--- config.mk ---
export PLATFORM = sky130hd
export DESIGN_NAME = writeback_stage
export DESIGN_NICKNAME = d
export VERILOG_FILES = /design/src/source/isa_pkg.sv /design/src/source/writeback_stage.sv
export SDC_FILE = /design/constraint.sdc
export NUM_CORES = 1
export LEC_CHECK = 0
export BUFFER_PORTS_ARGS = -buffer_cell sky130_fd_sc_hd__buf_2
export CAP_MARGIN = 20
export CORE_AREA = 4 4 54 104
export CTS_CLUSTER_DIAMETER = 120
export DETAILED_ROUTE_END_ITERATION = 8
export DIE_AREA = 0 0 58 108
export PLACE_DENSITY = 0.67
export SYNTH_ARGS = -nofsm -noshare
export SYNTH_HDL_FRONTEND = slang
export SYNTH_SLANG_ARGS = --single-unit
--- constraint.sdc ---
create_clock -name clk -period 1.3 [get_ports clk]
set_clock_uncertainty 0.2 [all_clocks]
set_input_delay 0.13 -clock clk [delete_from_list [all_inputs] [get_ports clk]]
set_output_delay 0.13 -clock clk [all_outputs]
set_load 0.02 [all_outputs]
--- src/source/isa_pkg.sv ---
package isa_pkg;

    localparam int WORD_BITS    = 32;  // Data path and address width
    localparam int REG_NUM_BITS = 5;   // 32 architectural registers
    localparam int ALU_OP_BITS  = 3;   // Room for eight ALU codes

    typedef logic [WORD_BITS-1:0]    word_t;     // Data word or byte address
    typedef logic [REG_NUM_BITS-1:0] reg_num_t;  // Destination register number

    // ALU function select, driven with every operation
    typedef enum logic [ALU_OP_BITS-1:0] {
        alu_add = 3'd0,  // a + b
        alu_sub = 3'd1,  // a - b
        alu_and = 3'd2,  // Bitwise and
        alu_or  = 3'd3,  // Bitwise or
        alu_xor = 3'd4,  // Bitwise xor
        alu_slt = 3'd5   // Signed a < b gives 1
    } alu_op_e;

    localparam reg_num_t REG_ZERO = '0;  // Hard zero register

endpackage

--- src/source/writeback_stage.sv ---
`timescale 1ns/1ps

module writeback_stage (
    input  logic              clk,
    input  logic              rst,
    input  logic              mem_valid,
    input  logic              mem_reg_write,
    input  logic              mem_mem_to_reg,   // Pick load data over ALU value
    input  isa_pkg::word_t    mem_load_data,
    input  isa_pkg::word_t    mem_alu_result,
    input  isa_pkg::reg_num_t mem_rd,
    output logic              wb_valid,
    output logic              wb_reg_write,
    output isa_pkg::reg_num_t wb_rd,
    output isa_pkg::word_t    wb_data
);
    import isa_pkg::*;

    word_t select_data;  // Value headed for the register file

    assign select_data = mem_mem_to_reg ? mem_load_data : mem_alu_result;

    always_ff @(posedge clk or posedge rst)
    begin
        if (rst)
        begin
            wb_valid     <= 1'b0;
            wb_reg_write <= 1'b0;
            wb_rd        <= '0;
            wb_data      <= '0;
        end
        else begin
            wb_valid     <= mem_valid;
            wb_reg_write <= mem_valid & mem_reg_write;
            if (mem_valid)
            begin
                wb_rd   <= mem_rd;
                wb_data <= select_data;
            end
        end
    end

    // r0 is the hard zero so no request may target it
    assert property (@(posedge clk) disable iff (rst)
        (mem_valid && mem_reg_write) |=> (wb_rd != REG_ZERO))
        else $error("writeback_stage: register write to r0");

endmodule

# After elaboration in Yosys (flattened, before gate mapping)
# Index checks and enable logic that the tools add are counted.
# op_classes
n_mux	1
n_bitwise	1
# ops
cell	count
32-bit two-way mux	1
1-bit bitwise AND	1
# totals
reg_bits	39
in_bits	74
output_inout_bits	39
word_cells	6

# Logic depth before layout (Yosys ltp)
# Gate-level depths: netlist of run 1.
# logic_depth
depth_word	1
depth_mapped	4
depth_no_buf	2

# Worst setup path before layout of run 1
# No wires, ideal clock.
# synth_timing
path_type	register to register
from	register, netlist name wb_rd[0]
to	register wb_rd[0]
setup_ps	125
t_arrival_ps	710
t_required_ps	975
setup_slack_ps	265
stages_incl_launch_ff	2
n_path_buf	0
synth_period_minus_slack_ps	1035
cell_sequence	dfrtp_1 -> mux2_4
# synth_lines
item	line_no	rtl
end signal: assignment	writeback_stage.sv:37	wb_rd <= mem_rd;
end: declaration	writeback_stage.sv:14	output isa_pkg::reg_num_t wb_rd,

# Final worst setup path of run 1
# layout_timing
from	register wb_data[17]
to	output port wb_data[17]
# layout_lines
item	line_no	rtl
start: declaration	writeback_stage.sv:15	output isa_pkg::word_t wb_data
start signal: assignment	writeback_stage.sv:38	wb_data <= select_data;
# No word-level cell between the ends.

==> metrics.md, run 1 <==
| Metric | Value |
|---|---|
| Power spent charging and discharging nets | 0.0008854 W |
| Post-synth design cell area | 1774 µm² |
| Total Routed Length | 5883 µm |
| Family with the most delay on the worst path | flip-flops |
| Series of cell instances along the critical path | buf_2 |
| Internal portion of total power | 0.002129 W |
| Fmax | 840.0 MHz |
| Clock tree from TritonCTS | built |
| Type of the setup path with the least slack | reg -> out |
| Combinational fraction of design power | 0.291 |
| Post-cts sizing count | 0 |
| Number of top-level pins | 113 |
| Initial antenna violation count | 0 |
| Net count after synthesis | 228 |
| Total vias in the final route | 1,830 |
| Share of total power consumed by net switching | 0.2937 |
| Router iterations before antenna repair | 3 |
| Detail-routed net length per standard cell | 14.97 µm |
| Leading cell type by number of instances after synthesis | sky130_fd_sc_hd__dfrtp_1 |
| Number of enable flip-flop cells after synthesis | 0 |
| Row Count | 36 |
| Number of max-cap violations | 0 |
| Largest voltage drop on the vdd net | 0.8188 mV |
| Growth of design area from synthesis to finish | 77.86% |
| Kind of launch point of the worst setup path | flop |
| Number of port buffers | 112 |
| CTS Root Buffer Type | sky130_fd_sc_hd__clkbuf_8 |
| Crit path largest cell delay | 0.39 ns |
| Flops & latches, synth | 39 |
| CTS H-tree depth | 2 |
| Initial Util | 0.3647 |
| Global-route wire length before repair | 9087 µm |
| Post-synth top cells | sky130_fd_sc_hd__dfrtp_1, sky130_fd_sc_hd__a21oi_1, sky130_fd_sc_hd__mux2i_1, sky130_fd_sc_hd__nor2_1, sky130_fd_sc_hd__buf_2 |
| Power Dens Cells | 955.2 nW/µm² |
| Fraction of layout cells with a size suffix above 1 | 0.3750 |
| Number of design rule violations left after detail routing | 0 |
| Area of the die | 6264 µm² |
| First DRT Iteration DRCs | 77 |
| Main area contributors after synthesis | sky130_fd_sc_hd__dfrtp_1, sky130_fd_sc_hd__mux2i_1, sky130_fd_sc_hd__a21oi_1, sky130_fd_sc_hd__nor2_1, sky130_fd_sc_hd__buf_12 |
| Required time of the critical path | 0.97 ns |
| Worst slew margin | 0.7891 |
| Launch instance of the worst register-to-register path | wb_rd[0] |
| Leading register cell type out of synthesis | sky130_fd_sc_hd__dfrtp_1 |
| Post-synthesis cell type with the largest combined area | sky130_fd_sc_hd__dfrtp_1 |
| Synthesized area per cell | 11.52 µm² |
| Vias in the first global route | 2,018 |
| Ratio of final minimum period to clock period | 0.9157 |
| Residual antenna-violating net count after detailed routing | 0 |
| Portion of total power attributed to sequential cells | 0.464 |
| Crit path capture type | output pin |
| Post-layout nets | 411 |
| Clock network fraction of design power | 0.246 |
| Standard cell with the maximum stage delay on the critical path | sky130_fd_sc_hd__dfrtp_1 |
| Clock latency at the later pin of the worst-skew pair | 0.29 ns |
| Final standard cell count with taps included and fillers excluded | 393 |
| Count of yosys warnings during synthesis | 0 |
| Gate count of the mapped netlist | 154 |
| Count of placed standard cells including taps | 315 |
| Share of async-settable or async-resettable flops after synthesis | 1.000 |
| Launch point of the worst path | wb_data[17] |
| Type of the worst min-delay path | in -> reg |
| Total Neg Setup Slack | 0 ns |
| Final hold violations | 0 |
| GRT Residual Overflow | 0 |
| Fraction of synthesized cell area taken by the top area cell type | 0.5501 |
| Cell variety after synth | 11 |
| Antenna diode instance count | 0 |
| Die Y-Extent | 108 µm |
| Pin count of the biggest net entering global routing | 40 |
| Reported leakage power | 1.578 nW |
| Share of the yosys chip area belonging to registers | 0.5501 |
| Die boundary width | 58 µm |
| Post-detailed-placement half-perimeter wirelength | 3369 µm |
| Slew at the pin closest to its max-slew limit | 0.3163 ns |
| Total Routing Usage GR | 0.1964 |
| Clock sink count | 39 |
| Core region area | 4865 µm² |
| RSZ-0062 raised after global routing | false |
| Pins Over Slew Limit | 0 |
| Average vias per placed instance | 4.656 |
| Startpoint of the tightest hold check path | mem_valid |
| Clock edge transition at the registers on the reported setup and hold paths | 0.07 ns |
| Crit-path max FO | 2 |
| Number of buffer and inverter instances along the worst setup path | 1 |
| Total of endpoints with negative setup slack in the final report | 0 |
| Min Clock Period, post-route | 1.190 ns |
| Number of buffers created by CTS | 5 |
| Placer's final routability congestion estimate | 0.7525 |
| CP arrival | 0.86 ns |
| Status | finished clean |
| Worst-case clock buffer depth | 2 |
[repair_timing]
action / in CTS / in global routing
hold buffers: 72 / 0
hold endpoints to repair: 78 / 0
buffers inserted: 0 / 0
[flip-flops by register name (all words and copies together) (netlist names)]
register and count:
wb_reg_write 1, wb_data 32, wb_valid 1, wb_rd 5
[stage by stage]
| step | area (µm²) | utilization | hold slack, ns | setup slack, ns | power, W |
|---|---|---|---|---|---|
| floorplan | 1774 | - | -0.03857 | 0.08070 | 0.001834 |
| global placement | 2362 | 0.4856 | 0.0001585 | 0.1428 | 0.002101 |
| detailed placement | 2362 | 0.4856 | 0.008643 | 0.1303 | 0.002117 |
| CTS | 3156 | 0.6487 | 0.04763 | 0.1046 | 0.003058 |
| global route | 3156 | 0.6487 | 0.04639 | 0.08831 | 0.003181 |
| finish | 3156 | 0.6487 | 0.05134 | 0.1096 | 0.003014 |
[final cells by class]
type,instances,area [µm²]
clock buffer,6,72.57
fill,372,1709
inverter,1,3.754
multi-input combinational,102,670.6
sequential,39,975.9
tap,57,71.32
timing repair buffer,188,1361
[cell families (layout without fill, tap and decap cells)]
group | Yosys count | in the layout | synth area share
DFF | 39 | 39 | 0.5501
muxes | 37 | 37 | 0.2165
and+or+nand+nor | 33 | 33 | 0.07123
AOI/OAI and AO/OA | 32 | 32 | 0.09027
buffers and inverters | 13 | 195 | 0.07193
[final timing paths]
path                               end  slack [ns]  cells after the start
setup / recovery           wb_data[17]        0.11                      1
hold / removal             wb_data[10]        0.05                      2
setup reg to reg              wb_rd[0]        0.33                      1
hold reg to reg               wb_rd[3]        0.31                      1
max in group asynchronous  wb_data[29]        0.47                      4
min in group asynchronous  wb_data[13]        0.24                      4
[power by group through the flow]
stage               Sequential [W]  Combinational [W]  Clock, W
floorplan                  0.00158           0.000256         0
global placement           0.00142           0.000686         0
detailed placement         0.00142           0.000700         0
CTS                        0.00139           0.000869  0.000794
global route               0.00141           0.000940  0.000830
finish                     0.00140           0.000876  0.000740
[layer usage]
layer,global-route usage,vias up,share of wire
met5,0,-,0
met4,0.1393,0,0.055
met3,0.04659,28,0.052
met2,0.3722,72,0.59
met1,0.1693,841,0.31
li1,-,889,-
[layout by cell type (no fill, tap or decap)]
cell type and instances:
sky130_fd_sc_hd__clkbuf_8 5, sky130_fd_sc_hd__inv_1 1, sky130_fd_sc_hd__mux2i_1 32, sky130_fd_sc_hd__nor2_1 32, sky130_fd_sc_hd__dlygate4sd3_1 72, sky130_fd_sc_hd__a21oi_1 32, sky130_fd_sc_hd__mux2_2 3, sky130_fd_sc_hd__and2_1 1
sky130_fd_sc_hd__buf_2 112, sky130_fd_sc_hd__dfrtp_1 39, sky130_fd_sc_hd__mux2_4 2, sky130_fd_sc_hd__buf_12 4, sky130_fd_sc_hd__clkbuf_1 1
Note: power is estimated with default switching activity, not from simulation.
==> run 2: changes to the inputs <==
--- a/config.mk
+++ b/config.mk
@@ -5,7 +5,7 @@
 export SDC_FILE = /design/constraint.sdc
 export NUM_CORES = 1
 export LEC_CHECK = 0
-export BUFFER_PORTS_ARGS = -buffer_cell sky130_fd_sc_hd__buf_2
+export BUFFER_PORTS_ARGS = -buffer_cell sky130_fd_sc_hd__clkbuf_2
 export CAP_MARGIN = 20
 export CORE_AREA = 4 4 54 104
 export CTS_CLUSTER_DIAMETER = 120
==> metrics.md, run 2 (same netlist as run 1, synthesis figures left out) <==
| Metric | Value |
|---|---|
| Status | finished clean |
| Residual antenna-violating net count after detailed routing | 0 |
| Number of stages on the worst hold path | 2 |
| Family with the most delay on the worst path | flip-flops |
| Die boundary width | 58 µm |
| Reg2Reg Setup Slack | 0.32 ns |
| Crit-path max FO | 2 |
| Launch point of the worst path | wb_data[23] |
| Type of the worst min-delay path | in -> reg |
| Post-cts sizing count | 0 |
| Crit path capture type | output pin |
| Fmax | 841.1 MHz |
| RSZ-0062 raised after global routing | false |
| Leading registers by flop count | wb_data: 32 flops, wb_rd: 5 flops |
| CP arrival | 0.86 ns |
| Post-layout nets | 412 |
| Crit path largest cell delay | 0.39 ns |
| Min Clock Period, post-route | 1.189 ns |
| Pin count of the biggest net entering global routing | 40 |
| Pwr Total | 0.003108 W |
| Die Y-Extent | 108 µm |
| Total vias in the final route | 1,884 |
| Initial antenna violation count | 0 |
| CTS Root Buffer Type | sky130_fd_sc_hd__clkbuf_8 |
| Total of endpoints with negative setup slack in the final report | 0 |
| Total Routed Length | 6007 µm |
| Largest voltage drop on the vdd net | 0.9410 mV |
| Most common cell after layout, fill and taps aside | sky130_fd_sc_hd__clkbuf_2 |
| Vias in the first global route | 2,097 |
| Most frequent cells in the layout | sky130_fd_sc_hd__clkbuf_2, sky130_fd_sc_hd__dlygate4sd3_1, sky130_fd_sc_hd__dfrtp_1 |
| Number of buffer and inverter instances along the worst setup path | 1 |
| Power Dens Cells | 977.3 nW/µm² |
| Average vias per placed instance | 4.758 |
| Global-route wire length before repair | 9577 µm |
| Register ranked first by flip-flop count | wb_data |
| Number of max-cap violations | 0 |
| CTS H-tree depth | 2 |
| Area of the die | 6264 µm² |
| Core region area | 4865 µm² |
| Clock sink count | 39 |
| Max FFs per register | 32 |
| Worst R2R Path Depth | 1 |
| Pins Over Slew Limit | 0 |
| Ratio of final minimum period to clock period | 0.9145 |
| Final hold violations | 0 |
| Post-detailed-placement half-perimeter wirelength | 3572 µm |
| Slew at the pin closest to its max-slew limit | 0.3007 ns |
| Number of port buffers | 112 |
| Post-CTS Setup Inserts | 0 |
| Type of the setup path with the least slack | reg -> out |
| Total Neg Setup Slack | 0 ns |
| Launch instance of the worst register-to-register path | wb_rd[0] |
| Required time of the critical path | 0.97 ns |
| Router iterations before antenna repair | 4 |
| Clock edge transition at the registers on the reported setup and hold paths | 0.08 ns |
| Clock tree from TritonCTS | built |
| Count of placed standard cells including taps | 316 |
| GRT Residual Overflow | 0 |
| Fraction of layout cells with a size suffix above 1 | 0.3817 |
| Total number of cells along the worst setup path | 1 |
| Capture instance of the worst register-to-register path | wb_rd[0] |
| Number of top-level pins | 113 |
| Kind of launch point of the worst setup path | flop |
| Row Count | 36 |
| Growth of design area from synthesis to finish | 79.27% |
| Standard cell with the maximum stage delay on the critical path | sky130_fd_sc_hd__dfrtp_1 |
| Number of design rule violations left after detail routing | 0 |
| Worst-case clock buffer depth | 2 |
| Total Routing Usage GR | 0.2063 |
| Worst slew margin | 0.7995 |
| Series of cell instances along the critical path | clkbuf_2 |
| Initial Util | 0.3647 |
| Final core area utilization | 0.6538 |
| Placer's final routability congestion estimate | 0.6893 |
| Number of buffers created by CTS | 5 |
| Startpoint of the tightest hold check path | mem_valid |
| Final standard cell count with taps included and fillers excluded | 396 |
| First DRT Iteration DRCs | 71 |
| Detail-routed net length per standard cell | 15.17 µm |
| Terminating pin of the worst hold path | wb_data[10] |
| Clock latency at the later pin of the worst-skew pair | 0.29 ns |
| Reported leakage power | 1.624 nW |
## run 2: cell count changes in the layout (fill, tap and decap cells not counted), sizes merged
cell	delta
buf	-111
diode	+1
clkbuf	+112
clkinv	+1
## run 2: metal layers
metal,up-vias,wire [µm],global-route usage
met1,853,1804,0.1779
met4,0,438,0.1725
li1,897,-,-
met5,-,0,0
met3,36,356,0.05257
met2,98,3408,0.3754
## run 2: timing repair
item | 4_1_cts | 5_1_grt
endpoints found under the setup margin | 0 | 0
hold buffers | 72 | 0
hold endpoints to repair | 78 | 0
## run 2: worst max-delay path by stage
stage,endpoint,slack (ns)
final,wb_data[23],0.11
after global routing,wb_data[18],0.08
after CTS,wb_rd[1],0.10
after detailed placement,wb_data[1],0.06
after global placement,wb_data[29],0.12
after floorplan,wb_data[0],0.08
## run 2: cell type report
| class | instances | area [µm²] |
|---|---|---|
| clock buffer | 6 | 82.58 |
| timing repair buffer | 189 | 1369 |
| antenna | 1 | 2.502 |
| tap | 57 | 71.32 |
| multi-input combinational | 102 | 670.6 |
| clock inverter | 1 | 5.005 |
| fill | 368 | 1684 |
| sequential | 39 | 975.9 |
| inverter | 1 | 3.754 |
## run 2: through the flow
stage	setup WS (ns)	hold WS, ns	cell area [µm²]
floorplan	0.08070	-0.03857	1774
detailed placement	0.06336	-0.01132	2370
global placement	0.1245	-0.02181	2370
global route	0.07882	0.08009	3178
CTS	0.1045	0.04432	3178
finish	0.1111	0.05331	3181
## run 2: power breakdown
part	total [W]	internal (W)	switching (W)
combinational	0.000884	0.000433	0.000451
sequential	0.00140	0.00134	0.0000672
clock	0.000821	0.000416	0.000405
total	0.00311	0.00219	0.000923
