===== src/source/isa_pkg.sv =====
package isa_pkg;

    localparam int WORD_BITS    = 32;  // Data path and address width
    localparam int REG_NUM_BITS = 5;   // 32 architectural registers
    localparam int ALU_OP_BITS  = 3;   // Room for eight ALU codes

    typedef logic [WORD_BITS-1:0]    word_t;     // Data word or byte address
    typedef logic [REG_NUM_BITS-1:0] reg_num_t;  // Destination register number

    // ALU function select, driven with every operation
    typedef enum logic [ALU_OP_BITS-1:0] {
        alu_add = 3'd0,  // a + b
        alu_sub = 3'd1,  // a - b
        alu_and = 3'd2,  // Bitwise and
        alu_or  = 3'd3,  // Bitwise or
        alu_xor = 3'd4,  // Bitwise xor
        alu_slt = 3'd5   // Signed a < b gives 1
    } alu_op_e;

    localparam reg_num_t REG_ZERO = '0;  // Hard zero register

endpackage


===== src/source/mem_map_pkg.sv =====
package mem_map_pkg;

    localparam int WORD_INDEX_BITS  = 8;                     // Word select field width
    localparam int BYTE_OFFSET_BITS = 2;                     // Byte lanes in a word
    localparam int MEM_WORDS        = 1 << WORD_INDEX_BITS;  // 256 words of data RAM

    // Address bits 9:2 pick the word and bits 1:0 must stay zero
    typedef logic [WORD_INDEX_BITS-1:0]  word_index_t;   // RAM word index
    typedef logic [BYTE_OFFSET_BITS-1:0] byte_offset_t;  // Offset inside a word

endpackage


===== src/source/memory_stage.sv =====
`timescale 1ns/1ps

module memory_stage (
    input  logic                     clk,
    input  logic                     rst,
    input  logic                     ex_valid,
    input  logic                     ex_mem_read,
    input  logic                     ex_mem_write,
    input  logic                     ex_reg_write,
    input  logic                     ex_mem_to_reg,
    input  isa_pkg::word_t           ex_result,         // Byte address for memory ops
    input  isa_pkg::word_t           ex_store_data,
    input  isa_pkg::reg_num_t        ex_rd,
    input  isa_pkg::word_t           ram_read_data,     // Combinational RAM answer
    output mem_map_pkg::word_index_t ram_index,
    output isa_pkg::word_t           ram_write_data,
    output logic                     ram_write_enable,
    output logic                     mem_valid,
    output logic                     mem_reg_write,
    output logic                     mem_mem_to_reg,
    output isa_pkg::word_t           mem_load_data,
    output isa_pkg::word_t           mem_alu_result,
    output isa_pkg::reg_num_t        mem_rd
);
    import isa_pkg::*;
    import mem_map_pkg::*;

    word_t        held_store_data;  // Store value for the RAM
    logic         held_load;        // Valid load held this cycle
    logic         held_store;       // Valid store held this cycle
    byte_offset_t held_offset;      // Low address bits

    always_ff @(posedge clk or posedge rst)
    begin
        if (rst)
        begin
            held_store_data <= '0;
            held_load       <= 1'b0;
            held_store      <= 1'b0;
            mem_valid       <= 1'b0;
            mem_reg_write   <= 1'b0;
            mem_mem_to_reg  <= 1'b0;
            mem_alu_result  <= '0;
            mem_rd          <= '0;
        end
        else begin
            held_load      <= ex_valid & ex_mem_read;
            held_store     <= ex_valid & ex_mem_write;
            mem_valid      <= ex_valid;
            mem_reg_write  <= ex_reg_write;     // Already cleared on bubbles
            mem_mem_to_reg <= ex_mem_to_reg;
            if (ex_valid)
            begin
                held_store_data <= ex_store_data;
                mem_alu_result  <= ex_result;   // Doubles as the held address
                mem_rd          <= ex_rd;
            end
        end
    end

    // RAM is driven from the held values during the whole stage cycle
    assign ram_index        = mem_alu_result[BYTE_OFFSET_BITS +: WORD_INDEX_BITS];
    assign ram_write_data   = held_store_data;
    assign ram_write_enable = held_store;   // Write lands on the closing edge
    assign held_offset      = mem_alu_result[BYTE_OFFSET_BITS-1:0];

    // Read data goes straight on and writeback captures it on the next edge
    assign mem_load_data = held_load ? ram_read_data : '0;

    // Execute must hand over word aligned addresses for loads and stores
    assert property (@(posedge clk) disable iff (rst)
        (held_load || held_store) |-> (held_offset == '0))
        else $error("memory_stage: misaligned address %h", mem_alu_result);

endmodule


===== config.mk =====
export PLATFORM = sky130hd
export DESIGN_NAME = memory_stage
export DESIGN_NICKNAME = d
export VERILOG_FILES = /design/src/source/isa_pkg.sv /design/src/source/mem_map_pkg.sv /design/src/source/memory_stage.sv
export SDC_FILE = /design/constraint.sdc
export NUM_CORES = 1
export LEC_CHECK = 0
export BUFFER_PORTS_ARGS = -buffer_cell sky130_fd_sc_hd__buf_4
export CAP_MARGIN = 10
export CORE_UTILIZATION = 40
export CTS_CLUSTER_SIZE = 28
export DETAILED_ROUTE_END_ITERATION = 10
export PLACE_DENSITY = 0.78
export SETUP_SLACK_MARGIN = 0.15
export SYNTH_ARGS = -nofsm -noshare
export SYNTH_HDL_FRONTEND = slang
export SYNTH_SLANG_ARGS = --single-unit

===== constraint.sdc =====
create_clock -name clk -period 2.77 [get_ports clk]
set_clock_uncertainty 0.1 [all_clocks]
set_input_delay 0.1385 -clock clk [delete_from_list [all_inputs] [get_ports clk]]
set_output_delay 0.1385 -clock clk [all_outputs]
set_load 0.02 [all_outputs]

* Yosys cells after proc, flatten, opt, wreduce, memory -nomap -nowiden *
Cells that the tools add are included.

operators by class
  multiplexer cells = 1
  bitwise logic cells = 2

operator list
  cell               number
  2-to-1 mux 32 bit  1
  bitwise AND 1 bit  2

word-level totals
  logic and storage cells = 11
  input bits = 108
  flip-flop bits (word level) = 74
  output and inout bits = 113

* Longest topological paths before layout *
Gate-level depths: netlist (run 1).

  depth after elaboration = 1
  mapped depth = 3
  depth with buffers taken out = 1

* Least setup slack after synthesis (run 1) *
OpenSTA, ideal clock, no wires.

  path kind = register -> output
  from = reg held_load
  to = out mem_load_data[0]
  stages on the path, launching flop included = 3
  required time = 2.531 ns
  setup slack = 1.728 ns
  arrival = 0.804 ns
  buffers on the path = 1
  path through = dfrtp_1 -> clkbuf_1 -> and2_1

on the way
  cells in the longest elaborated chain, start to end = 1

RTL lines
  what                    RTL line            RTL
  start, declared         memory_stage.sv:29  logic held_load;
  start signal, assigned  memory_stage.sv:47  held_load <= ex_valid & ex_mem_read;
  2-to-1 mux 32 bit       memory_stage.sv:68  assign mem_load_data = held_load ? ram_read_data : '0;
  end, declared           memory_stage.sv:21  output isa_pkg::word_t mem_load_data,

Every way passes these cells.

* Final worst setup path (run 1) *
  from = reg held_load
  to = out mem_load_data[3]

Same word-level chain as after synthesis.

==> qor.yml, run 1 <==
via_per_inst: 4.42
synth_fa_ha_area_frac: 0
dp.cells: 502
p_leak_nw: 3.02
synthDistinctLibCells: 10
grt_overflow_total: 0
worstPathMaxFanout: 32
pin_count: 221
critPathKind: "flip-flop to output port"
r2r-end: "ram_write_data[7]"
synth_seq_cells: 74
rsz0062_at_grt: "false"
whs_ps: -43.0
synthSimpleGateAreaFrac: 0.0641
die_area_mm2: 0.00866
grt.total_usage: 0.237
rr_startpoint: "ram_write_data[7]"
final_cells: 591
slew_headroom: 0.394
synthXorXnorAreaFrac: 0
period_minus_slack_ps: 1710
antenna_cells: 0
synth_top_area_share: 0.558
max_freq_mhz: 584
fp.coreArea_mm2: 0.00789
rows: 32
cts_tree: "built"
syn_inst: 197
htree_num_levels: 3
power_density_mw_per_mm2: 505
drive_gt1_frac: 0.630
vias: 2614
antenna_found_initial: 0
hold_class: "input pin to asynchronous set/reset pin"
worstMarginPinSlew_ps: 909
io_buffers: 220
avgRoutedWirePerCell_um: 17.0
grt_pass1_wl_mm: 15.1
synth_area_mm2: 0.00332
worst_r2r_path_depth: 1
setup-violations-final: 0
clock_path_buffers: 2
seq_area_frac_synth: 0.558
final-hold-violation-count: 35
die_w_um: 93.1
violations: "hold timing"
cts-buffers-inserted: 9
clk_latency_ps: 350
drtIter0Drc: 52
synthTopCellsByArea: "dfrtp_1, mux2_4, and2_1, buf_12, buf_4"
cap_viol_max_count: 0
min_period_over_period: 0.618
post-dp-hpwl_mm: 6.62
worst_ep_arrival_time_ps: 1470
post_cts_buffers: 0
antenna_left: 0
initial_utilization: 0.421
cts.sinks: 74
cp.required_ps: 2530
synth_compound_area_frac: 0
max-vdd-ir-drop_uv: 250
tns_ps: 0
grt_pass1_vias: 2812
status: "complete, but fails checks"
finalNetCount: 592
ys_warn_count: 0
cts.root.buffer_cell: "clkbuf_8"
endpoint_kind: "output port"
syn_area_per_cell_um2: 16.8
clk_pin_slew_ps: 90
drc_errors: 0
syn_to_final_growth_pct: 76.0
gp_congestion: 0.722
startpoint_type: "flip-flop"
synth_top_family_by_area: "multiplexers"
finalWirelength_mm: 10.1
die_y_um: 93.1
yosys.area.top_type: "dfrtp_1"
synth_mux_area_frac: 0.311
drv_slew: 0
drt_first_pass_iters: 4
regToRegSetupSlack_ps: 1860
syn_nets: 305
grt_start_max_net_pins: 75
-- through the flow --
step / utilization / area [um2] / setup slack, ps / power [W] / hold slack, ps
finish: 0.740 / 5840 / 1060 / 0.00295 / -43.0
global route: 0.740 / 5840 / 922 / 0.00307 / 40.0
CTS: 0.740 / 5840 / 1050 / 0.00296 / 5.07
detailed placement: 0.622 / 4910 / 1210 / 0.00204 / 151
global placement: 0.622 / 4910 / 1230 / 0.00202 / 148
floorplan: - / 3320 / 650 / 0.00169 / 69.9
-- worst max-delay path, cell delays in order (launching register included) --
cell and delay (ps):
dfrtp_1 760, and2_1 240, buf_4 140
-- metal layers --
layer  part of all wire  global-route usage  up-vias  routed length (um)
met5                  0                   0        -                   0
met4              0.028               0.100        0                 280
met3              0.059              0.0553       21                 591
met2               0.55               0.445      129                5580
met1               0.36               0.251     1242                3610
li1                   -                   -     1222                   -
-- final cells by class --
class / instances / area, um2
flip-flops and latches: 74 / 1850
clock inverters: 7 / 77.6
multi-input cells: 103 / 1240
clock buffers: 9 / 124
repair buffers: 295 / 2410
inverters: 1 / 5.00
fillers: 499 / 2050
well taps: 102 / 128
-- how the worst max path moves through the flow --
| stage | start | end |
|---|---|---|
| after floorplan | rst | held_load |
| after global placement | ex_valid | ram_write_data[8] |
| after detailed placement | ex_valid | ram_write_data[8] |
| after CTS | held_load | mem_load_data[26] |
| after global routing | held_load | mem_load_data[8] |
| final | held_load | mem_load_data[3] |
-- placed cells by master (no fill, tap or decap) --
master	netlist	routed
clkinv_2	0	2
bufinv_16	0	1
buf_4	8	221
clkbuf_8	0	9
buf_12	6	1
clkinv_4	0	3
mux2_2	1	1
and2_1	34	34
dfrtp_1	74	74
dlygate4sd3_1	0	73
mux2_4	68	68
inv_6	0	1
clkinvlp_4	0	1
-- where the power goes --
part | internal, W | switching (W) | total (W) | leakage, nW
clock | 0.000422 | 0.000418 | 0.000840 | 0.0998
combinational | 0.000486 | 0.000361 | 0.000848 | 2.06
sequential | 0.00118 | 0.0000755 | 0.00126 | 0.868
total | 0.00209 | 0.000855 | 0.00295 | 3.02
-- cells in the mapped netlist --
library cell	count
buf_12	6
mux2_4	68
dfrtp_1	74
buf_8	1
clkbuf_1	3
buf_4	8
buf_6	1
and2_1	34
inv_1	1
mux2_2	1
-- timing repair --
action | in CTS | in global routing
hold endpoints to repair | 73 | 0
hold buffers | 73 | 0
resized for setup | 0 | 0
-- cells by family after synthesis --
kind of cell,after synthesis
flops,74
mux,69
simple gates,34
buf+inv,20
Note: power is estimated with default switching activity, not from simulation.
==> run 2, diff against run 1 <==
- clock period: 2.77 -> 1.75 ns (I/O delays scaled with it)
==> qor.yml, run 2 (synthesis gave the netlist of run 1 again) <==
worstMarginPinSlew_ps: 583  # -326 ps
syn_to_final_growth_pct: 78.8
cp_top_family: "flip-flops"
max-vdd-ir-drop_uv: 517  # +110%
die_area_mm2: 0.00866  # unchanged
fp.coreArea_mm2: 0.00789  # unchanged
layout_common_cells: "buf_4, dlygate4sd3_1, dfrtp_1"
gp_congestion: 0.809  # +12%
slowest_delay_ps: 580  # -180 ps
endpoint_kind: "output port"
post_cts_buffers: 0  # unchanged
endpoint: "mem_load_data[0]"
cts.sinks: 74  # unchanged
finalNetCount: 595  # +0.51%
cp.required_ps: 1560  # -970 ps
p_leak_nw: 3.05  # +1.0%
met1_usage: 0.239  # -0.0111
status: "finished, final reports clean"
whs_ps: 264  # +307 ps
drt_first_pass_iters: 4  # unchanged
critPathKind: "flip-flop to output port"
vias: 2674  # +2.3%
grt_start_max_net_pins: 72  # -4.0%
worst_r2r_path_depth: 2  # +1
final-hold-violation-count: 0  # -100%
regToRegSetupSlack_ps: 340  # -1520 ps
regArea_mm2: 0.00185  # about the same
slew_headroom: 0.611  # +0.217
pin_count: 221  # unchanged
grt_pass1_vias: 2964  # +5.4%
grt.total_usage: 0.235  # -0.00143
avgRoutedWirePerCell_um: 16.8  # -1.3%
worstPathMaxFanout: 32  # unchanged
setup-violations-final: 0  # unchanged
path_buf_inv: 1  # unchanged
drc_errors: 0  # unchanged
grtUsageMet3: 0.0472  # -0.00813
rows: 32  # unchanged
finalWirelength_mm: 9.99  # -0.68%
antenna_found_initial: 1  # +1
rr_startpoint: "ram_write_data[27]"
hold_class: "input pin to flip-flop"
worstPathCellList: "and2_1 -> buf_4"
clk_latency_ps: 320  # -30 ps
min_period_over_period: 0.831
fillers: 500  # +0.20%
drive_gt1_frac: 0.626  # -0.00384
antenna_left: 0  # unchanged
clk_pin_slew_ps: 70  # -20 ps
startpoint_type: "flip-flop"
grt_pass1_wl_mm: 15.2  # +0.91%
path_depth: 2  # unchanged
via_per_inst: 4.49  # +1.6%
rsz0062_at_grt: "false"
drv_slew: 0  # unchanged
tns_ps: 0  # unchanged
htree_num_levels: 3  # unchanged
die_w_um: 93.1  # unchanged
period_minus_slack_ps: 1450
layout_commonest_cell: "buf_4"
cpMaxStageDelayCell: "dfrtp_2"
die_y_um: 93.1  # unchanged
max_freq_mhz: 688
cts-buffers-inserted: 9  # unchanged
r2r-end: "ram_write_data[27]"
grt_use_met2: 0.436  # -0.00919
post-dp-hpwl_mm: 6.57  # -0.76%
worst_ep_arrival_time_ps: 1270  # -200 ps
cap_viol_max_count: 0  # unchanged
clock_path_buffers: 2  # unchanged
initial_utilization: 0.421  # unchanged
cts_tree: "built"
cts.root.buffer_cell: "clkbuf_8"
power_density_mw_per_mm2: 825  # +63%
io_buffers: 220  # unchanged
multi_input_area_mm2: 0.00124  # unchanged
timing.critical_path.from: "held_load"
grt.busiest_layer: "met2"
drtIter0Drc: 28  # -46%
grt_overflow_total: 0  # unchanged
==> run 2: metal layers <==
metal | wire, um | vias to the layer above | part of all wire
met5 | 0 | - | 0
met4 | 442 | 0 | 0.044
met3 | 656 | 28 | 0.066
met2 | 5380 | 138 | 0.54
met1 | 3510 | 1279 | 0.35
li1 | - | 1229 | -
==> run 2: worst min-delay path by stage <==
stage             startpoint             end  slack, ps  cells after the start
2_1_floorplan  ex_mem_to_reg  mem_mem_to_reg         20                      0
3_3_place_gp             rst   mem_reg_write         80                      2
3_5_place_dp             rst   mem_reg_write         70                      2
4_1_cts             ex_valid       mem_valid        140                      2
5_1_grt             ex_valid       mem_valid        190                      2
6_report            ex_valid       mem_valid        260                      2
==> run 2: through the flow <==
stage | power, W | cell area, um2 | setup WS (ps) | util | std cells
6_report | 0.00489 | 5930 | 296 | 0.752 | 595
5_1_grt | 0.00510 | 5930 | 198 | 0.752 | 595
4_1_cts | 0.00493 | 5930 | 272 | 0.752 | 594
3_5_place_dp | 0.00323 | 4940 | 422 | 0.627 | 503
3_3_place_gp | 0.00320 | 4940 | 509 | 0.627 | 503
2_1_floorplan | 0.00268 | 3320 | 737 | - | 197
==> run 2: power by group <==
part | switching (W) | internal, W
Combinational | 0.000571 | 0.000782
Sequential | 0.000114 | 0.00188
Clock | 0.000604 | 0.000947
Total | 0.00129 | 0.00360
==> run 2: cell type report <==
| class | count | share of cell area |
|---|---|---|
| multi-input cells | 103 | 0.210 |
| diodes | 1 | 0.000422 |
| inverters | 1 | 0.00127 |
| clock inverters | 5 | 0.0173 |
| well taps | 102 | 0.0215 |
| flip-flops and latches | 74 | 0.312 |
| repair buffers | 298 | 0.415 |
| clock buffers | 11 | 0.0221 |
==> run 2: what timing repair did <==
item                                    CTS  global route
endpoints found under the setup margin   32             0
hold endpoints to repair                 94             0
gates resized for setup                   1             0
hold buffers                             75             0
==> run 3, diff against run 2 <==
- CORE_UTILIZATION: 40 -> 38
- clock period: 1.75 -> 1.3 ns (I/O delays scaled with it)
==> qor.yml, run 3 (synthesis gave the netlist of run 1 again) <==
clk_pin_slew_ps: 80  # about the same
rsz0062_at_grt: "true"
finalNetCount: 599  # +0.67%
final-hold-violation-count: 0  # unchanged
gp_congestion: 0.681  # -16%
die_w_um: 95.4  # +2.5%
endpoint_kind: "output port"
vias: 2796  # +4.6%
grt_pass1_vias: 2962  # -0.067%
io_buffers: 220  # unchanged
post-dp-hpwl_mm: 6.37  # -3.1%
cts.sinks: 74  # unchanged
cap_viol_max_count: 0  # unchanged
fp.coreArea_mm2: 0.00834  # +5.7%
layout_commonest_cell: "buf_4"
via_per_inst: 4.64  # +3.3%
drive_gt1_frac: 0.665  # +0.0393
cts.root.buffer_cell: "clkbuf_8"
die_area_mm2: 0.00911  # +5.1%
grt.total_usage: 0.226  # -0.00881
syn_to_final_growth_pct: 83.1
post-place-ws_ps: 11.3  # -410 ps
antenna_left: 0  # unchanged
critPathKind: "flip-flop to output port"
power_frac_seq: 0.415  # +0.008
max-vdd-ir-drop_uv: 582  # +13%
cts_tree: "built"
slowest_delay_ps: 510  # -70 ps
grt_overflow_total: 0  # unchanged
cp_top_family: "flip-flops"
rows: 33  # +3.1%
grt_pass1_wl_mm: 15.1  # -0.68%
slew_headroom: 0.743  # +0.132
worst_ep_arrival_time_ps: 1310  # +40 ps
setup-violations-final: 32  # +32
worstPathMaxFanout: 16  # -50%
cp.required_ps: 1130  # -430 ps
die_y_um: 95.4  # +2.5%
p_switching_w: 0.00190  # +48%
path_buf_inv: 2  # +1
startpoint_type: "flip-flop"
finalWirelength_mm: 11.1  # +11%
hold_class: "input pin to flip-flop"
p_int_w: 0.00454  # +26%
period_minus_slack_ps: 1470
layout_common_cells: "buf_4, dlygate4sd3_1, dfrtp_1"
htree_num_levels: 3  # unchanged
avgRoutedWirePerCell_um: 18.4  # +9.8%
drtIter0Drc: 63  # +130%
cpMaxStageDelayCell: "dfrtp_4"
clock_path_buffers: 2  # unchanged
status: "complete, but fails checks"
pwr-share-comb: 0.296  # +0.019
max_freq_mhz: 679
clk_latency_ps: 330  # about the same
min_period_over_period: 1.13
drt_first_pass_iters: 4  # unchanged
p_leak_nw: 3.11  # +1.7%
pin_count: 221  # unchanged
worstMarginPinSlew_ps: 385  # -198 ps
drv_slew: 0  # unchanged
cts-buffers-inserted: 9  # unchanged
setup_ws_ps: -173  # -469 ps
pwr-share-clk: 0.289  # -0.028
initial_utilization: 0.398  # -0.0228
power_density_mw_per_mm2: 1060  # +29%
grt_start_max_net_pins: 44  # -39%
antenna_found_initial: 0  # -1
tns_ps: -4230  # -4230 ps
violations: "setup timing"
worstPathCellList: "buf_6 -> and2_1 -> buf_4"
sw_frac_of_total: 0.295  # +0.0322
drc_errors: 0  # unchanged
run 3: cell count changes in the layout (fill, tap and decap cells not counted), sizes merged:
cell	previous run	this run
clkinv	1	0
buf	223	228
dlygate4sd3	75	74
inv	0	4
clkinvlp	2	3
clkbuf	11	9
bufinv	3	1
run 3: metal layers:
metal,vias to the layer above,wire length (um),track usage,share of wire
met5,-,0,0,0
met4,0,439,0.107,0.040
met3,31,668,0.0510,0.060
met2,152,6020,0.435,0.54
met1,1373,3980,0.228,0.36
li1,1240,-,-,-
run 3: worst paths after layout:
kind | endpoint | slack (ps) | depth (start not counted) | from
min reg2reg | ram_write_data[17] | 420 | 1 | ram_write_data[17]
max in group asynchronous | held_load | 460 | 4 | rst
min | mem_valid | 40 | 2 | ex_valid
max reg2reg | mem_alu_result[14] | 370 | 1 | mem_alu_result[14]
min in group asynchronous | ram_write_data[23] | 230 | 4 | rst
max | mem_load_data[19] | -170 | 3 | held_load
run 3: area by class of cell:
type,instances,area (um2)
diodes,1,2.50
clock buffers,9,124
clock inverters,7,82.6
fillers,520,2260
inverters,1,7.51
multi-input cells,103,1280
flip-flops and latches,74,1860
well taps,105,131
repair buffers,302,2590
run 3: metrics by stage:
stage | power [W] | std cells | area (um2) | hold slack [ps] | util
2_1_floorplan | 0.00360 | 197 | 3320 | -3.57 | -
3_3_place_gp | 0.00432 | 508 | 4960 | 47.0 | 0.595
3_5_place_dp | 0.00434 | 508 | 4960 | 46.5 | 0.595
4_1_cts | 0.00640 | 598 | 5950 | 23.1 | 0.713
5_1_grt | 0.00671 | 601 | 6070 | 24.9 | 0.728
6_report | 0.00644 | 602 | 6080 | 41.5 | 0.729
run 3: power by group through the flow:
stage          registers (W)  logic, W  clock network [W]
2_1_floorplan        0.00297  0.000637                  0
3_3_place_gp         0.00271   0.00161                  0
3_5_place_dp         0.00271   0.00163                  0
4_1_cts              0.00268   0.00183            0.00190
5_1_grt              0.00270   0.00200            0.00201
6_report             0.00268   0.00191            0.00186
run 3: timing repair:
action / CTS / global route
setup buffers: 0 / 3
setup endpoints to repair: 32 / 32
hold buffers: 74 / 0
hold endpoints to repair: 147 / 0
gates resized for setup: 11 / 33
