===== src/source/isa_pkg.sv =====
package isa_pkg;

    localparam int WORD_BITS    = 32;  // Data path and address width
    localparam int REG_NUM_BITS = 5;   // 32 architectural registers
    localparam int ALU_OP_BITS  = 3;   // Room for eight ALU codes

    typedef logic [WORD_BITS-1:0]    word_t;     // Data word or byte address
    typedef logic [REG_NUM_BITS-1:0] reg_num_t;  // Destination register number

    // ALU function select, driven with every operation
    typedef enum logic [ALU_OP_BITS-1:0] {
        alu_add = 3'd0,  // a + b
        alu_sub = 3'd1,  // a - b
        alu_and = 3'd2,  // Bitwise and
        alu_or  = 3'd3,  // Bitwise or
        alu_xor = 3'd4,  // Bitwise xor
        alu_slt = 3'd5   // Signed a < b gives 1
    } alu_op_e;

    localparam reg_num_t REG_ZERO = '0;  // Hard zero register

endpackage


===== src/source/execute_stage.sv =====
`timescale 1ns/1ps

module execute_stage (
    input  logic              clk,
    input  logic              rst,
    input  logic              in_valid,       // One cycle per operation
    input  isa_pkg::alu_op_e  alu_op,
    input  isa_pkg::word_t    operand_a,
    input  isa_pkg::word_t    operand_b,
    input  isa_pkg::word_t    imm,            // Offset for loads and stores
    input  isa_pkg::reg_num_t rd,
    input  logic              mem_read,
    input  logic              mem_write,
    input  logic              reg_write,
    input  logic              mem_to_reg,
    output logic              ex_valid,
    output logic              ex_mem_read,
    output logic              ex_mem_write,
    output logic              ex_reg_write,
    output logic              ex_mem_to_reg,
    output isa_pkg::word_t    ex_result,      // ALU value or effective address
    output isa_pkg::word_t    ex_store_data,
    output isa_pkg::reg_num_t ex_rd
);
    import isa_pkg::*;

    word_t alu_result;   // Output of the ALU proper
    word_t next_result;  // Value captured into ex_result
    logic  is_mem_op;    // Load or store in this cycle

    assign is_mem_op = mem_read | mem_write;

    always_comb
    begin
        case (alu_op)
            alu_add: alu_result = operand_a + operand_b;
            alu_sub: alu_result = operand_a - operand_b;
            alu_and: alu_result = operand_a & operand_b;
            alu_or:  alu_result = operand_a | operand_b;
            alu_xor: alu_result = operand_a ^ operand_b;
            alu_slt: alu_result = word_t'($signed(operand_a) < $signed(operand_b));
            default: alu_result = '0;  // Unused codes give zero
        endcase
    end

    // Memory ops bypass the ALU and use base plus offset
    assign next_result = is_mem_op ? (operand_a + imm) : alu_result;

    always_ff @(posedge clk or posedge rst)
    begin
        if (rst)
        begin
            ex_valid      <= 1'b0;
            ex_mem_read   <= 1'b0;
            ex_mem_write  <= 1'b0;
            ex_reg_write  <= 1'b0;
            ex_mem_to_reg <= 1'b0;
            ex_result     <= '0;
            ex_store_data <= '0;
            ex_rd         <= '0;
        end
        else begin
            ex_valid      <= in_valid;
            ex_mem_read   <= in_valid & mem_read;    // Bubble never loads
            ex_mem_write  <= in_valid & mem_write;   // Bubble never stores
            ex_reg_write  <= in_valid & reg_write;   // Bubble never writes
            ex_mem_to_reg <= in_valid & mem_to_reg;
            if (in_valid)
            begin
                ex_result     <= next_result;
                ex_store_data <= operand_b;          // Store value rides along
                ex_rd         <= rd;
            end
        end
    end

    // An operation is either a load or a store, not both
    assert property (@(posedge clk) disable iff (rst) in_valid |-> !(mem_read && mem_write))
        else $error("execute_stage: load and store requested together");

endmodule


===== config.mk =====
export PLATFORM = sky130hd
export DESIGN_NAME = execute_stage
export DESIGN_NICKNAME = d
export VERILOG_FILES = /design/src/source/isa_pkg.sv /design/src/source/execute_stage.sv
export SDC_FILE = /design/constraint.sdc
export NUM_CORES = 1
export LEC_CHECK = 0
export BUFFER_PORTS_ARGS = -buffer_cell sky130_fd_sc_hd__buf_2
export CAP_MARGIN = 25
export CORE_ASPECT_RATIO = 1.2
export CORE_UTILIZATION = 55
export CTS_BUF_LIST = sky130_fd_sc_hd__clkbuf_8
export DETAILED_ROUTE_END_ITERATION = 12
export PLACE_DENSITY = 0.79
export SETUP_SLACK_MARGIN = 0.02
export SLEW_MARGIN = 20
export SYNTH_ARGS = -nofsm -noshare
export SYNTH_HDL_FRONTEND = slang
export SYNTH_SLANG_ARGS = --single-unit

===== constraint.sdc =====
create_clock -name clk -period 5.14 [get_ports clk]
set_input_delay 0.257 -clock clk [delete_from_list [all_inputs] [get_ports clk]]
set_output_delay 0.257 -clock clk [all_outputs]
set_load 0.02 [all_outputs]

=== After elaboration in Yosys (flattened, before gate mapping) ===
Cells that the tools add are included.

* Register bits: 74
* Output and inout bits: 74
* Logic and storage cells: 28

* Add/sub/neg operators: 3
* Order comparisons: 1
* Equality and inequality tests: 5
* Muxes and demuxes: 2
* Bitwise gates (word level): 8
* Reduce and logical (&&, ||, !) cells: 1

{| class="wikitable"
|+ Operator list
! operator !! number
|-
| 32-bit case mux with 6 select lines || 1
|-
| 32-bit adder || 2
|-
| 32-bit AND || 1
|-
| 32-bit less-than comparator || 1
|-
| 32-bit two-way mux || 1
|-
| 32-bit bitwise OR || 1
|-
| 32-bit subtractor || 1
|-
| 32-bit XOR || 1
|-
| 3-bit by 2-bit == test with 1-bit output (second input constant) || 2
|-
| 3-bit == test (second input constant) || 2
|-
| 1-bit AND || 4
|-
| 3-bit by 1-bit == test with 1-bit output (second input constant) || 1
|-
| 3-bit logical NOT || 1
|-
| 1-bit bitwise OR || 1
|}

=== Longest topological paths before layout ===
Gate-level depths: netlist of run 1.

* Depth in word-level cells: 3
* Depth in mapped cells: 14
* Gate-level depth less buffers: 14

=== Worst setup path before layout of run 1 ===
Ideal clock, no wire load.

* Path type: in2reg
* Start point: input port operand_a[10]
* End point: register ex_result[17]
* Library setup time: 128 ps
* Arrival time: 2673 ps
* Data required time: 5012 ps
* Setup slack: 2339 ps
* Cell stages on the path: 13
* Buffers on the path: 1
* Path through: inv_1 ha_1 buf_6 or3_4 or4_1 a21oi_2 nor2_1 o31a_1 o31ai_2 xnor2_1 nor3_2 o31ai_1 nand2_1

* Word-level cells in the longest chain between the ends: 3

{| class="wikitable"
|+ RTL lines
! what !! RTL line !! text
|-
| start: declaration || execute_stage.sv:8 || <nowiki>input isa_pkg::word_t operand_a,</nowiki>
|-
| 32-bit subtractor or 32-bit adder (tied branches) || execute_stage.sv:37, execute_stage.sv:36 ||
|-
| 32-bit case mux with 6 select lines || execute_stage.sv:35 || <nowiki>case (alu_op)</nowiki>
|-
| 32-bit two-way mux (*) || execute_stage.sv:47 || <nowiki>assign next_result = is_mem_op ? (operand_a + imm) : alu_result;</nowiki>
|-
| end signal: assignment || execute_stage.sv:70 || <nowiki>ex_result <= next_result;</nowiki>
|-
| end: declaration || execute_stage.sv:21 || <nowiki>output isa_pkg::word_t ex_result,</nowiki>
|}

Every way passes the cells marked *; elsewhere a longest branch is shown, timed or not.
A chain may end at the register's enable or synchronous reset.

=== Worst setup path in the final report of run 1 ===
* Start point: input port operand_a[0]
* End point: register ex_result[30]

Same word-level chain as after synthesis.

==> flow_summary.yaml, run 1 <==
status:
  status: "finished, final reports clean"
place:
  portBuffers: 184
  dp_cells: 1607
  placed_cell_area_um2: 10700
  dpl.hpwl_um: 25000
  gp_congestion: 1.01
  pre_cts_slack_ns: 1.58
sta:
  tightest_slew_ns: 1.12
  final_max_slew_viol_count: 0
  setup_violations: 0
  max_slew_margin: 0.252
  finalHoldViolCount: 0
  fmax_ghz: 0.307
  fin_crit_ns: 3.26
  skew_ns: 0
  fin_crit_sh: 0.635
  finalWorstSetupSlack_ns: 1.88
  finalSetupTns_ns: 0
  rsz0062_at_grt: "false"
synth:
  ys_top_cells_by_area: "dfrtp_1 19%, ha_1 17%, a21oi_1 6.2%, nor2_1 4.9%, mux2_2 4.3%"
  synthTopCellsByCount: "134 x ha_1, 125 x nor2_1, 120 x a21oi_1, 110 x inv_1, 99 x nand2_1"
  synth-async-reset-ratio: 1.00
  post-synth-top-area-cell: "dfrtp_1"
  yosys_register_bits: 74
  netlist_instances: 1254
  yosysSeqAreaShare: 0.192
  synthDominantCellAreaShare: 0.192
  syn_area_per_cell_um2: 7.71
  synth_nets: 1502
  netlist_area_um2: 9670
  synth_edf_count: 0
  synth_cell_types: 87
  ys_warn_count: 0
  yosys_most_used_dff: "dfrtp_1"
  post-synth-top-count-cell: "ha_1"
routing:
  ant_nets: 0
  dr.pass1.iters: 6
  vias_per_cell: 6.26
  drc: 0
  routedWlPerCell_um: 20.3
  first_iter_violations: 918
  vias: 10200
  routed_wirelength_um: 32900
die:
  die-area_um2: 18100
  dieWidth_um: 123
  rows: 52
  ios: 185
  initial_core_util: 0.567
  core_area_um2: 17000
  die_height_um: 147
hold_path:
  min_path_type: "in -> async"
worst_setup_path:
  cp.arrival_ns: 3.55
  cp-end-kind: "flip-flop"
  path_class: "in -> reg"
  cp_cell_sequence: "buf_2 > ha_1 > inv_1 > fa_1 > nor2b_1 > o21a_1 > o21ai_1 > a31oi_1 > a21bo_2 > a41oi_1 > o21ai_0 > a31oi_1 > mux2i_1 > o32a_1"
  critPathMaxStageDelay_ns: 0.55
  reg2reg_to: "ex_result[26]$_DFFE_PP0P_"
  start_kind: "input pin"
  reg2reg_depth: 3
  critPathMostFrequentCell: "a31oi_1"
  cp_max_fo: 4
  ff2ff_setup_slack_ns: 4.15
  reg2reg_from: "ex_result[26]$_DFFE_PP0P_"
  cp_slowest_cell: "a31oi_1"
  worst_ep_required_time_ns: 5.42
clocking:
  cts_max_path_buffers: 2
  postCtsSetupBuffers: 0
  cts_sinks: 74
  cts_tree: "done"
  cts-root-buf: "clkbuf_8"
  path_clk_slew_ns: 0.09
  cts_buffers: 9
  clock_latency_ns: 0.39
  htree_num_levels: 3
  cts_resized: 0
  ctsHoldBuffers: 0
power:
  swShare: 0.446
  p_leak_nw: 5.23
  netSwitchingPower_mw: 1.08
  pwr-share-seq: 0.290
  p_int_mw: 1.34
  vdd.ir_drop.worst_uv: 143
  combPwrFrac: 0.504
  power_density_nw_per_um2: 222
  p_clk_frac: 0.206
flow_run:
  max_cap_viol_count: 0
final_layout:
  fin_area_um2: 10900
  area_growth_pct: 12.9
  final_cells: 1622
  antennaDiodeCount: 0
  drive_above_1_share: 0.203
  final_nets: 1650
  top_regs: "ex_result x32, ex_store_data x32, ex_rd x5"
  final_util: 0.640
global_routing:
  antenna_found_initial: 0
  grt_pass1_wl_um: 51400
  grt_pass1_vias: 9738
  grt_max_degree: 81
  track_usage: 0.368
  grt-ovfl-total: 0
==> layer usage <==
metal	routed length, µm	vias up	track usage	share of wire
li1	-	4800	-	-
met1	13200	4771	0.451	0.40
met2	15600	472	0.613	0.48
met3	2340	109	0.0575	0.071
met4	1710	2	0.196	0.052
met5	10	-	0	0.00030
==> power by group through the flow <==
stage	Clock, mW	Combinational, mW	Sequential, mW
final	0.500	1.22	0.704
after global routing	0.528	1.32	0.715
after detailed placement	0	1.20	0.716
after floorplan	0	0.728	0.812
after CTS	0.505	1.21	0.704
after global placement	0	1.19	0.712
==> worst max-delay path: cells and delay by family <==
family                   cells  cell delay [ns]
adder cells (fa/ha/maj)      2             0.65
buffers and inverters        2             0.18
multiplexers                 1             0.13
AND/OR/NAND/NOR              1             0.13
AO/OA/AOI/OAI                8             2.18
==> kinds of logic after synthesis <==
kind of cell | synth area share
adders and majority gates | 0.180
muxes | 0.0541
AOI/OAI and AO/OA | 0.293
xor gates and xnor gates | 0.0426
buffers and inverters | 0.0703
DFF | 0.192
and+or+nand+nor | 0.169
==> worst max path at each step <==
stage	start	endpoint	slack (ns)	cells after the start
after CTS	operand_a[0]	ex_result[30]$_DFFE_PP0P_	1.97	14
after global routing	operand_a[0]	ex_result[30]$_DFFE_PP0P_	1.78	14
final	operand_a[0]	ex_result[30]$_DFFE_PP0P_	1.88	14
after detailed placement	operand_a[0]	ex_result[30]$_DFFE_PP0P_	1.58	14
after floorplan	operand_a[10]	ex_result[17]$_DFFE_PP0P_	2.34	13
after global placement	operand_a[0]	ex_result[30]$_DFFE_PP0P_	1.62	14
==> final cells by class <==
type                       instances  area (µm²)
clock buffer                       9         124
clock inverter                     6        67.6
fill                            1579        6130
inverter                         116         437
multi-input combinational       1004        7140
sequential                        74        1850
tap                              216         270
timing repair buffer             197        1020
==> per-stage QoR <==
stage                     hold slack (ns)  power (mW)
after floorplan                     0.288        1.54
after global placement              0.470        1.90
after detailed placement            0.480        1.91
after CTS                          0.0761        2.41
after global routing               0.0700        2.57
final                              0.0505        2.43
==> cell usage in the layout, fill, tap and decap left out, types with 6 or more instances in the layout <==
master / count
a31oi_1: 17
xnor2_1: 37
nand2b_1: 10
a22oi_1: 6
buf_2: 183
nor2_1: 125
and3_1: 7
buf_4: 13
nor3_1: 32
nand2_1: 99
or3_1: 7
a21oi_1: 120
inv_1: 109
nand4_1: 11
o21a_1: 8
and2_1: 8
a211oi_1: 19
o22ai_1: 16
o31ai_1: 9
o221ai_1: 7
mux2_2: 37
a21o_1: 28
clkbuf_8: 9
o211ai_1: 18
nor2b_1: 10
ha_1: 134
nor4_1: 9
nand3_1: 17
mux2i_1: 8
xor2_1: 10
o21bai_1: 20
dfrtp_1: 74
o21ai_1: 14
o21ai_0: 56
(Power assumes the default switching activity.)
==> inputs of run 2 (changes only) <==
clock period = 3.1 ns   (was 5.14 ns; I/O delays follow)
==> run 2 against run 1 <==
Net effect: total power grew 74%; via count is 2.8% higher; combinational power rose by 78%; critical path depth fell by 1; sequential share of layout area decreased by 0.98 points; register-to-register slack lost 2.0 ns; cell area increased by 6.1%; global-route usage is 1.6 points higher; die area did not move; clock-buffer cell count increased by 1; clock skew stayed put; utilization up 3.9 points.
==> flow_summary.yaml, run 2 (same netlist as run 1, synthesis figures left out) <==
die:
  dieWidth_um: 123
  die-area_um2: 18100
  ios: 185
  rows: 52
  core_area_um2: 17000
  die_height_um: 147
  initial_core_util: 0.567
final_layout:
  drive_above_1_share: 0.242
  final_nets: 1732
  top_regs: "ex_result x32, ex_store_data x32, ex_rd x5"
  fillers: 1520
  area_growth_pct: 19.8
  antennaDiodeCount: 0
  final_common_cell: "buf_2"
  final_util: 0.679
  final_cell_mix: "183 x buf_2, 134 x ha_1, 125 x nor2_1"
power:
  power_density_nw_per_um2: 364
  p_clk_frac: 0.209
  swShare: 0.440
  pwr-share-seq: 0.278
  p_int_mw: 2.36
  netSwitchingPower_mw: 1.86
  vdd.ir_drop.worst_uv: 233
  p_leak_nw: 5.63
  combPwrFrac: 0.513
place:
  dpl.hpwl_um: 26700
  gp_congestion: 1.02
  pre_cts_slack_ns: -0.512
  portBuffers: 184
sta:
  fin_crit_ns: 2.99
  finalWorstSetupSlack_ns: 0.112
  max_slew_margin: 0.226
  hold_slack_ns: 0.00273
  skew_ns: 0
  setup_violations: 0
  fin_crit_sh: 0.964
  tightest_slew_ns: 1.16
  fmax_ghz: 0.335
  final_max_slew_viol_count: 0
  finalHoldViolCount: 0
  rsz0062_at_grt: "false"
routing:
  vias: 10400
  drc: 0
  vias_per_cell: 6.12
  dr.pass1.iters: 5
  first_iter_violations: 752
  routedWlPerCell_um: 20.1
  routed_wirelength_um: 34200
  ant_nets: 0
global_routing:
  grt_pass1_wl_um: 53200
  track_usage: 0.384
  grt_max_degree: 47
  grt-ovfl-total: 0
  antenna_found_initial: 0
  grt_pass1_vias: 10200
clocking:
  path_clk_slew_ns: 0.11
  postCtsSetupBuffers: 0
  htree_num_levels: 3
  cts-root-buf: "clkbuf_8"
  cts_tree: "done"
  cts_buffers: 9
  cts_max_path_buffers: 2
  clock_latency_ns: 0.40
  cts_sinks: 74
worst_setup_path:
  start_kind: "input pin"
  path_class: "in -> reg"
  cp.arrival_ns: 3.29
  worst_ep_required_time_ns: 3.40
  critPathLaunch: "operand_a[1]"
  critPathMostFrequentCell: "buf_4"
  reg2reg_from: "ex_result[27]$_DFFE_PP0P_"
  critPathMaxStageDelay_ns: 0.42
  cp_max_fo: 5
  cp-end-kind: "flip-flop"
  cp_slowest_cell: "a2111oi_1"
  cp_cell_sequence: "buf_2 > ha_1 > a211oi_2 > o21ai_1 > a2111oi_1 > buf_4 > nor4b_1 > o41ai_2 > buf_4 > nand2b_1 > a221oi_1 > xnor2_1 > o22ai_1"
hold_path:
  min_path_type: "in -> reg"
  min_from: "operand_b[27]"
flow_run:
  max_cap_viol_count: 0
status:
  status: "finished, final reports clean"
[run 2: metrics by stage]
| stage | area [µm²] | TNS [ns] | std cells | power, mW |
|---|---|---|---|---|
| after floorplan | 9670 | 0 | 1254 | 2.55 |
| after global placement | 11300 | -1.26 | 1678 | 3.28 |
| after detailed placement | 11300 | -1.37 | 1678 | 3.30 |
| after CTS | 11600 | 0 | 1705 | 4.19 |
| after global routing | 11600 | 0 | 1705 | 4.45 |
| final | 11600 | 0 | 1705 | 4.22 |
[run 2: routing by layer]
layer / part of all wire / track usage / wire length (µm)
met1: 0.40 / 0.458 / 13700
met4: 0.059 / 0.223 / 2010
met3: 0.065 / 0.0586 / 2230
met5: 0 / 0 / 0
met2: 0.48 / 0.646 / 16300
[run 2: worst max-delay path: cells and delay by family]
kind,cells,cell delay [ns]
compound gates,6,1.88
simple gates,2,0.15
fa+ha+maj,1,0.33
buf+inv,3,0.58
xor+xnor,1,0.18
[run 2: power groups by stage]
| stage | registers (mW) | logic [mW] | clock network (mW) |
|---|---|---|---|
| after global routing | 1.19 | 2.35 | 0.912 |
| after global placement | 1.19 | 2.09 | 0 |
| final | 1.17 | 2.17 | 0.881 |
| after floorplan | 1.35 | 1.21 | 0 |
| after CTS | 1.17 | 2.14 | 0.887 |
| after detailed placement | 1.19 | 2.11 | 0 |
[run 2: worst paths after layout]
| check | end | slack, ns | depth (start not counted) |
|---|---|---|---|
| min in group asynchronous | ex_store_data[27]$_DFFE_PP0P_ | 0.44 | 3 |
| worst min register to register | ex_store_data[23]$_DFFE_PP0P_ | 0.50 | 1 |
| worst max-delay path | ex_result[31]$_DFFE_PP0P_ | 0.11 | 13 |
| worst max register to register | ex_result[27]$_DFFE_PP0P_ | 2.11 | 3 |
| max in group asynchronous | ex_result[14]$_DFFE_PP0P_ | 1.68 | 4 |
| worst min-delay path | ex_store_data[27]$_DFFE_PP0P_ | 0.003 | 2 |
[run 2: timing repair]
| item | 4_1_cts | 5_1_grt |
|---|---|---|
| endpoints found under the setup margin | 1 | 1 |
| gates resized for setup | 1 | 1 |
| endpoints found under the hold margin | 52 | 0 |
| hold buffers | 11 | 0 |
[run 2: area by class of cell]
| type | instances | area [µm²] | share of cell area |
|---|---|---|---|
| clock buffers | 10 | 138 | 0.0119 |
| clock inverters | 6 | 71.3 | 0.00616 |
| inverters | 116 | 437 | 0.0377 |
| multi-input cells | 1004 | 7150 | 0.617 |
| flip-flops and latches | 74 | 1850 | 0.160 |
| well taps | 216 | 270 | 0.0233 |
| repair buffers | 279 | 1660 | 0.144 |
==> inputs of run 3 (changes only) <==
CORE_ASPECT_RATIO = 0.6   (was 1.2)
CORE_UTILIZATION = 58   (was 55)
PLACE_DENSITY = 0.83   (was 0.79)
==> run 3 against run 2 <==
Net effect: non-clock buffer count rose by 12; cell count grew 1.4%; combinational power increased by 5%; highest routed layer unchanged.
==> flow_summary.yaml, run 3 (same netlist as run 1, synthesis figures left out) <==
status:
  status: "finished, final reports clean"
worst_setup_path:
  critPathMaxStageDelay_ns: 0.43
  cp_cell_sequence: "buf_2 > inv_1 > ha_1 > or3_4 > or4_1 > a21oi_2 > nor2_1 > o31a_1 > o31ai_2 > xnor2_1 > nor3_2 > o31ai_1 > nand2_1"
  worst_ep_required_time_ns: 3.36
  cp-end-kind: "flip-flop"
  reg2reg_to: "ex_result[9]$_DFFE_PP0P_"
  reg2reg_depth: 2
  cp_max_fo: 9
  reg2reg_from: "ex_result[9]$_DFFE_PP0P_"
  critical-path-top-delay-family: "compound AO/OA/AOI/OAI gates"
  path_depth: 13
  cp_slowest_cell: "ha_1"
  path_class: "in -> reg"
  ff2ff_setup_slack_ns: 2.11
  critPathLaunch: "operand_a[8]"
  crit_path_end: "ex_result[17]$_DFFE_PP0P_"
  critPathBufInv: 2
  cp.arrival_ns: 3.19
  start_kind: "input pin"
hold_path:
  min_path_type: "in -> reg"
final_layout:
  final_cell_mix: "183 x buf_2, 134 x ha_1, 125 x nor2_1"
  antennaDiodeCount: 0
  fin_area_um2: 11700
  final_util: 0.722
  top_regs: "ex_result x32, ex_store_data x32, ex_rd x5"
  final_common_cell: "buf_2"
  final_nets: 1744
  drive_above_1_share: 0.252
  fillers: 1306
  area_growth_pct: 21.4
power:
  combPwrFrac: 0.506
  p_leak_nw: 5.73
  p_int_mw: 2.53
  pwr-share-seq: 0.264
  netSwitchingPower_mw: 1.95
  swShare: 0.436
  p_clk_frac: 0.230
  vdd.ir_drop.worst_uv: 253
  power_density_nw_per_um2: 382
clocking:
  cts-root-buf: "clkbuf_8"
  cts_sinks: 74
  cts_buffers: 9
  postCtsSetupBuffers: 0
  cts_tree: "done"
  path_clk_slew_ns: 0.10
  htree_num_levels: 3
  cts_max_path_buffers: 2
  clock_latency_ns: 0.38
global_routing:
  grt_pass1_vias: 10100
  grt_max_degree: 88
  antenna_found_initial: 0
  track_usage: 0.435
  grt-ovfl-total: 0
  grt_pass1_wl_um: 57000
routing:
  vias: 11000
  drc: 0
  routed_wirelength_um: 37400
  ant_nets: 0
  first_iter_violations: 1553
  routedWlPerCell_um: 21.6
  dr.pass1.iters: 8
  vias_per_cell: 6.35
place:
  placed_cell_area_um2: 11400
  dpl.hpwl_um: 29300
  portBuffers: 184
  gp_congestion: 1.01
sta:
  skew_ns: 0
  tightest_slew_ns: 1.09
  setup_violations: 0
  final_max_slew_viol_count: 0
  fmax_ghz: 0.342
  fin_crit_ns: 2.93
  max_slew_margin: 0.271
  finalSetupTns_ns: 0
  fin_crit_sh: 0.944
  finalHoldViolCount: 0
die:
  initial_core_util: 0.595
  die_height_um: 102
  die-area_um2: 17200
  ios: 185
  dieWidth_um: 169
  rows: 36
  core_area_um2: 16300
flow_run:
  max_cap_viol_count: 0
==> run 3: worst min-delay path by stage <==
stage | slack (ns) | cells after the start | start | end
2_1_floorplan | 0.19 | 0 | in_valid | ex_valid$_DFF_PP0_
3_3_place_gp | 0.12 | 2 | rst | ex_rd[0]$_DFFE_PP0P_
3_5_place_dp | 0.13 | 2 | rst | ex_rd[0]$_DFFE_PP0P_
4_1_cts | 0.0006 | 2 | rd[3] | ex_rd[3]$_DFFE_PP0P_
5_1_grt | 0.003 | 2 | rd[1] | ex_rd[1]$_DFFE_PP0P_
6_report | 0.006 | 2 | rd[3] | ex_rd[3]$_DFFE_PP0P_
==> run 3: repair_timing <==
action                                 CTS  global route
setup endpoints to repair                0             1
hold buffers                             5             0
endpoints found under the hold margin   21             0
gates resized for setup                  0             3
==> run 3: per-layer routing <==
metal | share of wire | GRT usage | vias up | wire length (µm)
met3 | 0.15 | 0.154 | 54 | 5660
li1 | - | - | 4991 | -
met1 | 0.45 | 0.633 | 5155 | 16800
met2 | 0.39 | 0.608 | 773 | 14500
met5 | 0 | 0 | - | 0
met4 | 0.014 | 0.0951 | 0 | 513
==> run 3: power groups by stage <==
| stage | combinational [mW] | sequential, mW | clock (mW) |
|---|---|---|---|
| floorplan | 1.21 | 1.35 | 0 |
| global placement | 2.14 | 1.19 | 0 |
| detailed placement | 2.17 | 1.20 | 0 |
| CTS | 2.19 | 1.18 | 1.02 |
| global route | 2.43 | 1.20 | 1.05 |
| finish | 2.27 | 1.19 | 1.03 |
==> run 3: per-stage QoR <==
| step | setup WS (ns) | hold slack (ns) | power (mW) | cells |
|---|---|---|---|---|
| 2_1_floorplan | 0.401 | 0.186 | 2.55 | 1254 |
| 3_3_place_gp | -0.110 | 0.119 | 3.33 | 1708 |
| 3_5_place_dp | -0.113 | 0.129 | 3.37 | 1708 |
| 4_1_cts | 0.211 | 0.000644 | 4.39 | 1729 |
| 5_1_grt | -0.0297 | 0.00343 | 4.67 | 1729 |
| 6_report | 0.174 | 0.00590 | 4.48 | 1729 |
==> run 3: final cells by class <==
| class | count | area [µm²] | share of cell area |
|---|---|---|---|
| repair buffers | 291 | 1760 | 0.150 |
| multi-input cells | 1004 | 7150 | 0.609 |
| inverters | 116 | 437 | 0.0372 |
| clock inverters | 7 | 124 | 0.0106 |
| flip-flops and latches | 74 | 1850 | 0.158 |
| well taps | 228 | 285 | 0.0243 |
| clock buffers | 9 | 124 | 0.0106 |
